$ cat src/design/frame_pkg.sv
`default_nettype none

package frame_pkg;

    typedef logic [7:0]  byte_t;
    typedef logic [63:0] sample_word_t;
    typedef logic [2:0]  group_idx_t;

    // what the sequencer hands to the serializer
    typedef enum logic [1:0] {
        ITEM_HDR,
        ITEM_DATA,
        ITEM_END
    } item_kind_t;

    // hdr payload: info [7:0], rate [15:8], type [23:16]
    typedef struct packed {
        item_kind_t   kind;
        sample_word_t payload;
    } frame_item_t;

    localparam byte_t SYNC0 = 8'h55;
    localparam byte_t SYNC1 = 8'hAA;

endpackage

`default_nettype wire

$ cat src/design/cfg_pkg.sv
`default_nettype none

package cfg_pkg;

    import frame_pkg::*;

    typedef logic [3:0]  axil_addr_t;
    typedef logic [31:0] axil_data_t;

    // byte offsets
    localparam axil_addr_t REG_DEV        = 4'h0; // info, rate, type
    localparam axil_addr_t REG_GROUP_MASK = 4'h4;
    localparam axil_addr_t REG_LONG_MASK  = 4'h8;

    localparam logic [1:0] AXIL_RESP_OKAY = 2'b00;

    typedef struct packed {
        byte_t      dev_info;
        byte_t      dev_smpr;
        byte_t      dev_type;
        logic [7:0] group_mask; // bit n enables group n
        logic [7:0] long_mask;  // bit n gives group n two words
    } dev_cfg_t;

endpackage

`default_nettype wire

$ cat src/design/cfg_regs.sv
`timescale 1ns/1ns
`default_nettype none

module cfg_regs import cfg_pkg::*; (
    input  wire               clk,
    input  wire               rst,

    input  wire axil_addr_t   s_axil_awaddr,
    input  wire               s_axil_awvalid,
    output logic              s_axil_awready,
    input  wire axil_data_t   s_axil_wdata,
    input  wire [3:0]         s_axil_wstrb,
    input  wire               s_axil_wvalid,
    output logic              s_axil_wready,
    output logic [1:0]        s_axil_bresp,
    output logic              s_axil_bvalid,
    input  wire               s_axil_bready,

    input  wire axil_addr_t   s_axil_araddr,
    input  wire               s_axil_arvalid,
    output logic              s_axil_arready,
    output axil_data_t        s_axil_rdata,
    output logic [1:0]        s_axil_rresp,
    output logic              s_axil_rvalid,
    input  wire               s_axil_rready,

    output dev_cfg_t          dev_cfg
);

    dev_cfg_t   cfg_q;
    axil_data_t rd_word;
    logic       wr_fire;
    logic       rd_fire;

    // address and data taken in the same cycle
    assign wr_fire        = s_axil_awvalid && s_axil_wvalid && !s_axil_bvalid;
    assign s_axil_awready = wr_fire;
    assign s_axil_wready  = wr_fire;
    assign s_axil_bresp   = AXIL_RESP_OKAY;

    assign s_axil_arready = !s_axil_rvalid;
    assign rd_fire        = s_axil_arvalid && s_axil_arready;
    assign s_axil_rresp   = AXIL_RESP_OKAY;

    assign dev_cfg = cfg_q;

    always_ff @(posedge clk or posedge rst) begin
        if (rst) begin
            cfg_q <= '0;
        end else if (wr_fire) begin
            case (s_axil_awaddr)
                REG_DEV: begin
                    if (s_axil_wstrb[0]) cfg_q.dev_info <= s_axil_wdata[7:0];
                    if (s_axil_wstrb[1]) cfg_q.dev_smpr <= s_axil_wdata[15:8];
                    if (s_axil_wstrb[2]) cfg_q.dev_type <= s_axil_wdata[23:16];
                end
                REG_GROUP_MASK: if (s_axil_wstrb[0]) cfg_q.group_mask <= s_axil_wdata[7:0];
                REG_LONG_MASK:  if (s_axil_wstrb[0]) cfg_q.long_mask <= s_axil_wdata[7:0];
                default: ; // unmapped, dropped
            endcase
        end
    end

    always_ff @(posedge clk or posedge rst) begin
        if (rst) begin
            s_axil_bvalid <= 1'b0;
            s_axil_rvalid <= 1'b0;
        end else begin
            if (wr_fire)
                s_axil_bvalid <= 1'b1;
            else if (s_axil_bready)
                s_axil_bvalid <= 1'b0;

            if (rd_fire)
                s_axil_rvalid <= 1'b1;
            else if (s_axil_rready)
                s_axil_rvalid <= 1'b0;
        end
    end

    always_comb begin
        case (s_axil_araddr)
            REG_DEV:        rd_word = {8'h00, cfg_q.dev_type, cfg_q.dev_smpr, cfg_q.dev_info};
            REG_GROUP_MASK: rd_word = {24'h0, cfg_q.group_mask};
            REG_LONG_MASK:  rd_word = {24'h0, cfg_q.long_mask};
            default:        rd_word = '0;
        endcase
    end

    always_ff @(posedge clk) begin
        if (rd_fire) s_axil_rdata <= rd_word;
    end

endmodule

`default_nettype wire

$ cat src/design/frame_serializer.sv
`timescale 1ns/1ns
`default_nettype none

module frame_serializer import frame_pkg::*; (
    input  wire               clk,
    input  wire               rst,
    input  wire frame_item_t  item,
    input  wire               item_valid,
    output logic              item_ready,
    output byte_t             tx_data,
    output logic              tx_valid,
    input  wire               tx_ready,
    output logic              tx_last,
    output logic              frame_sent
);

    frame_item_t cur;
    logic        cur_valid;
    logic [2:0]  cnt;        // byte within current item
    logic [2:0]  data_idx;
    byte_t       csum;
    logic        last_byte;
    logic        tx_fire;
    logic        item_fire;

    assign tx_valid   = cur_valid;
    assign tx_fire    = tx_valid && tx_ready;
    assign tx_last    = cur_valid && (cur.kind == ITEM_END);
    assign frame_sent = tx_fire && tx_last;

    // next item only once the last byte of this one goes out
    assign item_ready = !cur_valid || (tx_fire && last_byte);
    assign item_fire  = item_valid && item_ready;

    assign data_idx = 3'd7 - cnt; // msb first

    always_comb begin
        case (cur.kind)
            ITEM_HDR:  last_byte = (cnt == 3'd4);
            ITEM_DATA: last_byte = (cnt == 3'd7);
            default:   last_byte = 1'b1;
        endcase
    end

    always_comb begin
        case (cur.kind)
            ITEM_HDR: begin
                case (cnt)
                    3'd0:    tx_data = SYNC0;
                    3'd1:    tx_data = SYNC1;
                    3'd2:    tx_data = cur.payload[7:0];   // info
                    3'd3:    tx_data = cur.payload[15:8];  // rate
                    default: tx_data = cur.payload[23:16]; // type
                endcase
            end
            ITEM_DATA: tx_data = cur.payload[{data_idx, 3'b000} +: 8];
            default:   tx_data = csum;
        endcase
    end

    always_ff @(posedge clk) begin
        if (item_fire) cur <= item;
    end

    always_ff @(posedge clk or posedge rst) begin
        if (rst) begin
            cur_valid <= 1'b0;
            cnt       <= '0;
            csum      <= '0;
        end else begin
            if (item_fire) begin
                cur_valid <= 1'b1;
                cnt       <= '0;
            end else if (tx_fire && last_byte) begin
                cur_valid <= 1'b0;
            end else if (tx_fire) begin
                cnt <= cnt + 1'b1;
            end

            if (tx_fire) begin
                if (cur.kind == ITEM_END)
                    csum <= '0; // ready for next frame
                else if (cur.kind == ITEM_DATA)
                    csum <= csum + tx_data;
            end
        end
    end

endmodule

`default_nettype wire

$ cat src/design/frame_top.sv
`timescale 1ns/1ns
`default_nettype none

module frame_top import frame_pkg::*, cfg_pkg::*; #(
    parameter int NUM_GROUPS = 8
) (
    input  wire               clk,
    input  wire               rst,

    input  wire axil_addr_t   s_axil_awaddr,
    input  wire               s_axil_awvalid,
    output logic              s_axil_awready,
    input  wire axil_data_t   s_axil_wdata,
    input  wire [3:0]         s_axil_wstrb,
    input  wire               s_axil_wvalid,
    output logic              s_axil_wready,
    output logic [1:0]        s_axil_bresp,
    output logic              s_axil_bvalid,
    input  wire               s_axil_bready,
    input  wire axil_addr_t   s_axil_araddr,
    input  wire               s_axil_arvalid,
    output logic              s_axil_arready,
    output axil_data_t        s_axil_rdata,
    output logic [1:0]        s_axil_rresp,
    output logic              s_axil_rvalid,
    input  wire               s_axil_rready,

    input  wire               frame_start,
    output logic              frame_done,

    output logic [7:0]        group_req,
    input  wire               group_valid,
    input  wire sample_word_t group_data,

    output byte_t             tx_data,
    output logic              tx_valid,
    input  wire               tx_ready,
    output logic              tx_last
);

    dev_cfg_t    dev_cfg;
    frame_item_t item;
    logic        item_valid;
    logic        item_ready;
    logic        frame_sent;

    cfg_regs cfg_regs_i (
        .clk            (clk),
        .rst            (rst),
        .s_axil_awaddr  (s_axil_awaddr),
        .s_axil_awvalid (s_axil_awvalid),
        .s_axil_awready (s_axil_awready),
        .s_axil_wdata   (s_axil_wdata),
        .s_axil_wstrb   (s_axil_wstrb),
        .s_axil_wvalid  (s_axil_wvalid),
        .s_axil_wready  (s_axil_wready),
        .s_axil_bresp   (s_axil_bresp),
        .s_axil_bvalid  (s_axil_bvalid),
        .s_axil_bready  (s_axil_bready),
        .s_axil_araddr  (s_axil_araddr),
        .s_axil_arvalid (s_axil_arvalid),
        .s_axil_arready (s_axil_arready),
        .s_axil_rdata   (s_axil_rdata),
        .s_axil_rresp   (s_axil_rresp),
        .s_axil_rvalid  (s_axil_rvalid),
        .s_axil_rready  (s_axil_rready),
        .dev_cfg        (dev_cfg)
    );

    group_sequencer #(
        .NUM_GROUPS (NUM_GROUPS)
    ) group_sequencer_i (
        .clk         (clk),
        .rst         (rst),
        .frame_start (frame_start),
        .frame_done  (frame_done),
        .dev_cfg     (dev_cfg),
        .group_req   (group_req),
        .group_valid (group_valid),
        .group_data  (group_data),
        .item        (item),
        .item_valid  (item_valid),
        .item_ready  (item_ready),
        .frame_sent  (frame_sent)
    );

    frame_serializer frame_serializer_i (
        .clk        (clk),
        .rst        (rst),
        .item       (item),
        .item_valid (item_valid),
        .item_ready (item_ready),
        .tx_data    (tx_data),
        .tx_valid   (tx_valid),
        .tx_ready   (tx_ready),
        .tx_last    (tx_last),
        .frame_sent (frame_sent)
    );

endmodule

`default_nettype wire

$ cat src/design/group_sequencer.sv
`timescale 1ns/1ns
`default_nettype none

module group_sequencer import frame_pkg::*, cfg_pkg::*; #(
    parameter int NUM_GROUPS = 8
) (
    input  wire               clk,
    input  wire               rst,
    input  wire               frame_start,
    output logic              frame_done,
    input  wire dev_cfg_t     dev_cfg,
    output logic [7:0]        group_req,
    input  wire               group_valid,
    input  wire sample_word_t group_data,
    output frame_item_t       item,
    output logic              item_valid,
    input  wire               item_ready,
    input  wire               frame_sent
);

    typedef enum logic [2:0] {
        SEQ_IDLE,
        SEQ_HDR,
        SEQ_SCAN,
        SEQ_WAIT,
        SEQ_END,
        SEQ_DRAIN,
        SEQ_DONE
    } seq_state_t;

    seq_state_t  state;
    dev_cfg_t    cfg_q;      // config for this frame
    group_idx_t  grp;
    logic        second_word;

    frame_item_t ibuf [2];
    logic        wr_ptr;
    logic        rd_ptr;
    logic [1:0]  count;
    logic        buf_full;
    logic        push;
    logic        pop;
    frame_item_t push_item;

    assign buf_full   = (count == 2'd2);
    assign item_valid = (count != 2'd0);
    assign item       = ibuf[rd_ptr];
    assign pop        = item_valid && item_ready;
    assign frame_done = (state == SEQ_DONE);

    always_comb begin
        push              = 1'b0;
        push_item.kind    = ITEM_END;
        push_item.payload = '0;
        case (state)
            SEQ_HDR: begin
                push              = !buf_full;
                push_item.kind    = ITEM_HDR;
                push_item.payload = {40'h0, cfg_q.dev_type, cfg_q.dev_smpr, cfg_q.dev_info};
            end
            SEQ_WAIT: begin
                push              = group_valid; // space was checked at request time
                push_item.kind    = ITEM_DATA;
                push_item.payload = group_data;
            end
            SEQ_END: push = !buf_full;
            default: ;
        endcase
    end

    always_ff @(posedge clk or posedge rst) begin
        if (rst) begin
            state       <= SEQ_IDLE;
            cfg_q       <= '0;
            grp         <= '0;
            second_word <= 1'b0;
            group_req   <= '0;
        end else begin
            group_req <= '0;
            case (state)
                SEQ_IDLE: if (frame_start) begin
                    cfg_q       <= dev_cfg;
                    grp         <= group_idx_t'(NUM_GROUPS - 1);
                    second_word <= 1'b0;
                    state       <= SEQ_HDR;
                end
                SEQ_HDR: if (!buf_full) state <= SEQ_SCAN;
                SEQ_SCAN: begin
                    if (!cfg_q.group_mask[grp]) begin
                        if (grp == '0) state <= SEQ_END;
                        else grp <= grp - 1'b1;
                    end else if (!buf_full) begin
                        group_req <= 8'h01 << grp;
                        state     <= SEQ_WAIT;
                    end
                end
                SEQ_WAIT: if (group_valid) begin
                    if (cfg_q.long_mask[grp] && !second_word) begin
                        second_word <= 1'b1; // same group again
                        state       <= SEQ_SCAN;
                    end else begin
                        second_word <= 1'b0;
                        if (grp == '0) state <= SEQ_END;
                        else begin
                            grp   <= grp - 1'b1;
                            state <= SEQ_SCAN;
                        end
                    end
                end
                SEQ_END:   if (!buf_full) state <= SEQ_DRAIN;
                SEQ_DRAIN: if (frame_sent) state <= SEQ_DONE;
                SEQ_DONE:  if (!frame_start) state <= SEQ_IDLE;
                default:   state <= SEQ_IDLE;
            endcase
        end
    end

    // 2-entry item buffer
    always_ff @(posedge clk) begin
        if (push) ibuf[wr_ptr] <= push_item;
    end

    always_ff @(posedge clk or posedge rst) begin
        if (rst) begin
            wr_ptr <= 1'b0;
            rd_ptr <= 1'b0;
            count  <= 2'd0;
        end else begin
            if (push) wr_ptr <= ~wr_ptr;
            if (pop)  rd_ptr <= ~rd_ptr;
            count <= count + {1'b0, push} - {1'b0, pop};
        end
    end

endmodule

`default_nettype wire

$ cat config.mk
export PLATFORM = sky130hd
export DESIGN_NAME = frame_top
export DESIGN_NICKNAME = d
export VERILOG_FILES = /design/src/design/frame_pkg.sv /design/src/design/cfg_pkg.sv /design/src/design/cfg_regs.sv /design/src/design/frame_serializer.sv /design/src/design/frame_top.sv /design/src/design/group_sequencer.sv
export SDC_FILE = /design/constraint.sdc
export NUM_CORES = 1
export LEC_CHECK = 0
export ABC_CLOCK_PERIOD_IN_PS = 9280
export BUFFER_PORTS_ARGS = -buffer_cell sky130_fd_sc_hd__buf_2
export CAP_MARGIN = 20
export CORE_ASPECT_RATIO = 1.75
export CORE_MARGIN = 8
export CORE_UTILIZATION = 30
export CTS_BUF_LIST = sky130_fd_sc_hd__clkbuf_2
export DETAILED_ROUTE_END_ITERATION = 10
export PLACE_DENSITY_LB_ADDON = 0.3
export SYNTH_ARGS = -nofsm -noshare
export SYNTH_HDL_FRONTEND = slang
export SYNTH_SLANG_ARGS = --single-unit
$ cat constraint.sdc
create_clock -name clk -period 9.28 [get_ports clk]
set_input_delay 2.784 -clock clk [delete_from_list [all_inputs] [get_ports clk]]
set_output_delay 2.784 -clock clk [all_outputs]
set_load 0.02 [all_outputs]
==> flow_metrics.py, run 1 <==
metrics = {
    "sta": {
        "tns_ps": 0,
        "hold_viol": 0,
        "max_slew_margin_pct": 28.9,
        "rsz0062_at_grt": "no",
        "clock.fmax_mhz": 152,
        "slew_violations": 0,
        "skew_ps": 75.5,
        "finalCriticalPeriod_ps": 6590,
        "period_share_pct": 71.0,
        "setup_viol": 0,
        "worst_slew_pin_slew_ps": 1050,
    },
    "floorplanning": {
        "die_h_um": 306,
        "dieArea_um2": 55600,
        "die_w_um": 182,
        "io_pins": 178,
        "fp-row-count": 106,
        "start_util_pct": 30.3,
        "core_region_area_um2": 47600,
    },
    "finish": {
        "utilization_pct": 34.7,
        "layout.cells.non_filler": 1790,
        "drive_above_1_share_pct": 31.9,
        "final_cell_area_um2": 16500,
        "final_nets": 1275,
        "area_delta_synth_final_pct": 14.7,
    },
    "synthesis": {
        "ys_async_sr_fraction_pct": 33.7,
        "syn_avg_cell_area_um2": 15.5,
        "yosys_warnings": 0,
        "ys.flop_type": "edfxtp_1",
        "yosys_register_bits": 335,
        "synth-seq-area-share_pct": 65.9,
        "synth_most_common_cell": "edfxtp_1",
        "synth_top_area_cell": "edfxtp_1",
        "synth_edf_count": 222,
        "netlist_area_um2": 14400,
        "netlist_instances": 932,
        "synth_common_cells": "edfxtp_1 (222), dfrtp_1 (113), mux2_1 (101)",
        "synth_cell_types": 64,
        "synth.top_cell.area_share_pct": 46.2,
        "synthTopCellsByArea": "edfxtp_1 (46%), dfrtp_1 (20%), mux2_1 (7.9%)",
    },
    "worst_setup_path": {
        "rrSetupSlack_ps": 4970,
        "cpMostUsedCell": "ha_1",
        "worstPathRequired_ps": 6500,
        "r2r-end": "frame_serializer_i.csum[7]",
        "rr_worst_depth": 12,
        "max_stage_delay_ps": 1000,
        "endpoint_kind": "output pin",
        "worstSetupStartpoint": "frame_serializer_i.cnt[1]",
        "crit_fanout": 20,
        "r2r_start": "frame_serializer_i.cnt[1]",
        "path_buf_inv": 2,
        "slowest_stage": "dfrtp_1",
        "cp.arrival_ps": 3800,
        "setup.worst_path.class": "flop to output pin",
        "cp-start-kind": "flop",
        "crit_chain": "ha_1 -> ha_1 -> inv_1 -> a22o_1 -> a221oi_1 -> o21ai_1 -> a21o_1 -> buf_2",
        "crit_family": "flip-flops",
    },
    "hold_path": {
        "holdPathEnd": "group_sequencer_i.cfg_q[16]",
        "min_path_cells": 1,
        "hold_start": "cfg_regs_i.dev_cfg[16]",
        "hold_class": "flop to flop",
    },
    "clocking": {
        "cts_buffers": 78,
        "insertion_delay_ps": 920,
        "cts.sinks": 335,
        "post_cts_buffers": 0,
        "cts_root_buffer": "clkbuf_2",
        "cts_tree": "done",
        "cts_hold_buf": 0,
        "clkTransAtPathRegs_ps": 130,
        "clk_path_buf_depth": 3,
        "htree_levels": 3,
        "ctsResizeCount": 0,
    },
    "grt": {
        "grt_overflow_total": 0,
        "track_usage_pct": 12.3,
        "grt_max_degree": 68,
        "grt_pass1_wl_um": 52900,
        "grt_pass1_vias": 9121,
        "antenna_found_initial": 5,
    },
    "drt": {
        "remaining_drc_errors": 0,
        "vias": 8388,
        "routed_wl_um": 34200,
        "dr.first_iter.drc_count": 343,
        "vias_per_cell": 4.69,
        "routedWlPerCell_um": 19.1,
        "ant_nets": 0,
        "dr.pass1.iters": 4,
    },
    "pwr": {
        "comb_power_share_pct": 33.5,
        "switchingPower_mw": 1.91,
        "vdd_drop_max_mv": 0.166,
        "p_seq_share_pct": 48.5,
        "switching_share_pct": 36.0,
        "p_leak_nw": 6.93,
        "power_frac_clock_pct": 18.0,
        "p_per_area_nw_per_um2": 321,
        "internal_power_mw": 3.39,
        "finalPower_mw": 5.30,
    },
    "status": {
        "status": "finished clean",
    },
    "place": {
        "dpl_cell_area_um2": 15800,
        "dp.cells": 1647,
        "place.gp.congestion": 0.828,
        "io_buffers": 156,
        "hpwlAfterDp_um": 24100,
    },
    "flow_run": {
        "maxCapViolCount": 0,
    },
}
==> registers in the layout (all words and copies together) (netlist names), 2 cells and up <==
register and count:
group_sequencer_i.group_req 8, cfg_regs_i.dev_cfg 40, frame_serializer_i.csum 8, group_sequencer_i.count 2
frame_serializer_i.cur 66, frame_serializer_i.cnt 3, group_sequencer_i.cfg_q 40, group_sequencer_i.ibuf 132
group_sequencer_i.state 3, cfg_regs_i.s_axil_rdata 24, group_sequencer_i.grp 3
==> logic make-up after synthesis <==
logic type	Yosys count	synth area share [%]
fa+ha+maj	24	2.13
compound gates	77	4.09
buf+inv	85	2.87
other cells	1	0.0260
xor+xnor	7	0.425
flops	335	65.9
mux	196	16.7
simple gates	207	7.94
==> per-stage QoR <==
| step | hold slack [ps] | setup slack [ps] |
|---|---|---|
| 6_report | 479 | 2690 |
| 5_1_grt | 495 | 2400 |
| 4_1_cts | 477 | 2500 |
| 3_5_place_dp | 470 | 3260 |
| 3_3_place_gp | 464 | 3260 |
| 2_1_floorplan | 452 | 443 |
==> worst max-delay path by stage <==
| stage | end | slack, ps | depth (start not counted) |
|---|---|---|---|
| CTS | tx_data[7] | 2500 | 8 |
| global placement | s_axil_wready | 3260 | 4 |
| finish | tx_data[7] | 2690 | 8 |
| detailed placement | s_axil_wready | 3260 | 4 |
| global route | tx_data[7] | 2400 | 8 |
| floorplan | group_sequencer_i.count[1] | 440 | 7 |
==> power by group through the flow <==
| stage | combinational (mW) | clock (mW) | sequential (mW) |
|---|---|---|---|
| floorplan | 1.37 | 0 | 2.49 |
| finish | 1.78 | 0.952 | 2.57 |
| global route | 1.97 | 1.07 | 2.64 |
| CTS | 1.83 | 1.00 | 2.58 |
| global placement | 1.79 | 0 | 2.60 |
| detailed placement | 1.82 | 0 | 2.62 |
==> layout by cell type, fill, tap and decap left out, types with 3 or more instances in the layout <==
cell,synthesis,layout
o221ai_1,5,5
conb_1,1,12
mux4_2,20,20
a22o_1,6,6
nand2_1,38,38
and3_1,44,44
o31ai_1,4,4
inv_6,0,3
nor4_1,4,3
edfxtp_1,222,222
xnor2_1,5,5
a21o_1,3,3
clkbuf_2,0,115
nor2_1,43,43
mux2_1,101,101
mux2_2,47,47
o21ai_1,5,5
a21boi_1,5,5
buf_2,2,156
buf_4,13,10
ha_1,23,23
nand3b_1,4,4
o21ai_0,5,5
mux2i_1,27,27
nor3_1,5,4
a21oi_1,12,12
a222oi_1,8,8
diode_2,0,4
dfrtp_1,113,111
and2_1,26,25
nand3_1,8,8
o41ai_1,3,3
clkinv_1,0,15
nor2b_1,9,7
a221o_1,9,9
nand2b_1,6,6
inv_1,27,26
==> routing by layer <==
layer	up-vias	GRT usage [%]	share of wire [%]
met5	-	0	0.038
met4	2	5.91	3.1
met3	63	3.17	4.8
met2	219	22.6	54
met1	4173	12.9	38
li1	3931	-	-
==> cell type report <==
type                    count  area, µm²
fillers                  4541      31100
flip-flops and latches    335       9500
multi-input cells         523       4590
repair buffers            166        856
well taps                 594        743
clock buffers             115        576
clock inverters            24        148
inverters                  29        111
diodes                      4       10.0
Power figures use the tool's default switching activity.
==> run 2: changes to the inputs <==
Settings changed: ABC_CLOCK_PERIOD_IN_PS 9280 to 5800.
Clock period 9.28 ns to 5.8 ns, I/O delays scaled along.
==> flow_metrics.py, run 2 (synthesized netlist as in run 1, its figures left out) <==
metrics = {
    "status": {
        "status": "finished clean",
    },
    "sta": {
        "slew_violations": 0,
        "skew_ps": 71.4,
        "tns_ps": 0,
        "period_share_pct": 88.8,
        "finalCriticalPeriod_ps": 5150,
        "hold_viol": 0,
        "clock.fmax_mhz": 194,
        "rsz0062_at_grt": "no",
        "max_slew_margin_pct": 33.1,
        "setup_viol": 0,
        "worst_slew_pin_slew_ps": 990,
    },
    "clocking": {
        "insertion_delay_ps": 890,
        "cts_root_buffer": "clkbuf_2",
        "cts_buffers": 79,
        "post_cts_buffers": 0,
        "cts_tree": "done",
        "clk_path_buf_depth": 3,
        "cts.sinks": 335,
        "htree_levels": 3,
        "clkTransAtPathRegs_ps": 100,
    },
    "floorplanning": {
        "dieArea_um2": 55600,
        "core_region_area_um2": 47600,
        "start_util_pct": 30.3,
        "io_pins": 178,
        "die_h_um": 306,
        "fp-row-count": 106,
        "die_w_um": 182,
    },
    "pwr": {
        "power_frac_clock_pct": 18.3,
        "switchingPower_mw": 3.06,
        "internal_power_mw": 5.48,
        "switching_share_pct": 35.8,
        "p_seq_share_pct": 48.8,
        "p_leak_nw": 6.96,
        "p_per_area_nw_per_um2": 515,
        "vdd_drop_max_mv": 0.243,
        "finalPower_mw": 8.54,
        "comb_power_share_pct": 32.9,
    },
    "place": {
        "hpwlAfterDp_um": 24600,
        "io_buffers": 156,
        "place.gp.congestion": 0.857,
    },
    "grt": {
        "grt_pass1_vias": 9266,
        "track_usage_pct": 12.4,
        "antenna_found_initial": 9,
        "grt_max_degree": 68,
        "grt_overflow_total": 0,
        "grt_pass1_wl_um": 53200,
    },
    "worst_setup_path": {
        "slowest_stage": "dfrtp_2",
        "cp-start-kind": "flop",
        "endpoint_kind": "output pin",
        "setup.worst_path.class": "flop to output pin",
        "worstPathRequired_ps": 4060,
        "crit_fanout": 12,
        "max_stage_delay_ps": 610,
        "cp.arrival_ps": 3410,
        "crit_chain": "buf_4 -> inv_1 -> ha_1 -> nor3_1 -> nor2_1 -> nor2_1 -> a221o_1 -> a221o_1 -> buf_2",
    },
    "flow_run": {
        "maxCapViolCount": 0,
    },
    "finish": {
        "area_delta_synth_final_pct": 15.0,
        "final_nets": 1278,
        "largest_reg_flops": 132,
        "drive_above_1_share_pct": 32.1,
        "final_cell_mix": "edfxtp_1 (222), buf_2 (156), clkbuf_2 (116)",
        "largest_registers": "group_sequencer_i.ibuf x132, frame_serializer_i.cur x66",
        "final_common_cell": "edfxtp_1",
        "fillers": 4650,
        "regMostFlops": "group_sequencer_i.ibuf",
    },
    "drt": {
        "dr.first_iter.drc_count": 308,
        "routedWlPerCell_um": 19.2,
        "dr.pass1.iters": 5,
        "routed_wl_um": 34500,
        "vias": 8403,
        "vias_per_cell": 4.68,
        "remaining_drc_errors": 0,
        "ant_nets": 0,
    },
    "hold_path": {
        "hold_class": "flop to flop",
    },
}
run 2: changes by cell type in the layout (fill, tap and decap cells not counted), sizes merged:
cell,delta
bufinv,+1
buf,+2
clkbuf,+1
clkinv,+3
diode,-2
inv,-1
run 2: cell type report:
cell class / instances / area (µm²) / area share [%]
inverter: 29 / 111 / 0.671
sequential: 335 / 9500 / 57.3
timing repair buffer: 168 / 883 / 5.33
antenna: 2 / 5.00 / 0.0302
clock buffer: 116 / 581 / 3.50
multi-input combinational: 523 / 4600 / 27.7
clock inverter: 27 / 164 / 0.988
tap: 594 / 743 / 4.48
run 2: metrics by stage:
step	cell area (µm²)	setup slack, ps	util (%)	hold slack [ps]	cells
after floorplan	14500	212	-	452	943
after global placement	15800	1290	33.3	462	1649
after detailed placement	15800	1260	33.3	473	1649
after CTS	16600	191	34.8	492	1792
after global routing	16600	242	34.8	489	1794
final	16600	652	34.8	490	1794
run 2: worst max-delay path: cells and delay by family, from the launching register on:
kind / cells / cell delay [ps]
and+or+nand+nor: 3 / 610
DFF: 1 / 610
buffers and inverters: 3 / 610
AOI/OAI and AO/OA: 2 / 420
adders and majority gates: 1 / 290
run 2: path summary, 6_finish.rpt:
kind | slack, ps | cells after the start | end | from
setup reg to reg | 1740 | 17 | frame_serializer_i.csum[6] | frame_serializer_i.cnt[0]
hold / removal | 490 | 1 | group_sequencer_i.cfg_q[13] | group_sequencer_i.cfg_q[13]
hold reg to reg | 490 | 1 | group_sequencer_i.cfg_q[13] | group_sequencer_i.cfg_q[13]
setup / recovery | 650 | 9 | tx_data[0] | frame_serializer_i.cnt[0]
min in group asynchronous | 820 | 2 | group_sequencer_i.cfg_q[14] | rst
max in group asynchronous | 4000 | 3 | group_sequencer_i.cfg_q[28] | rst
run 2: per-layer routing:
layer	track usage, %	vias to the layer above	wire length [µm]
li1	-	3942	-
met1	12.7	4141	12700
met3	3.49	73	1880
met5	0	-	49
met4	6.05	8	1170
met2	22.9	239	18700
run 2: what timing repair did:
| item | CTS | global route |
|---|---|---|
| gates resized for setup | 0 | 1 |
| endpoints found under the setup margin | 0 | 2 |
| hold buffers | 0 | 0 |
run 2: power groups by stage:
stage                     Clock (mW)  Combinational [mW]  Sequential, mW
after floorplan                    0                2.19            3.97
after global placement             0                2.82            4.21
after detailed placement           0                2.87            4.25
after CTS                       1.65                2.89            4.19
after global routing            1.76                3.10            4.27
final                           1.56                2.81            4.17
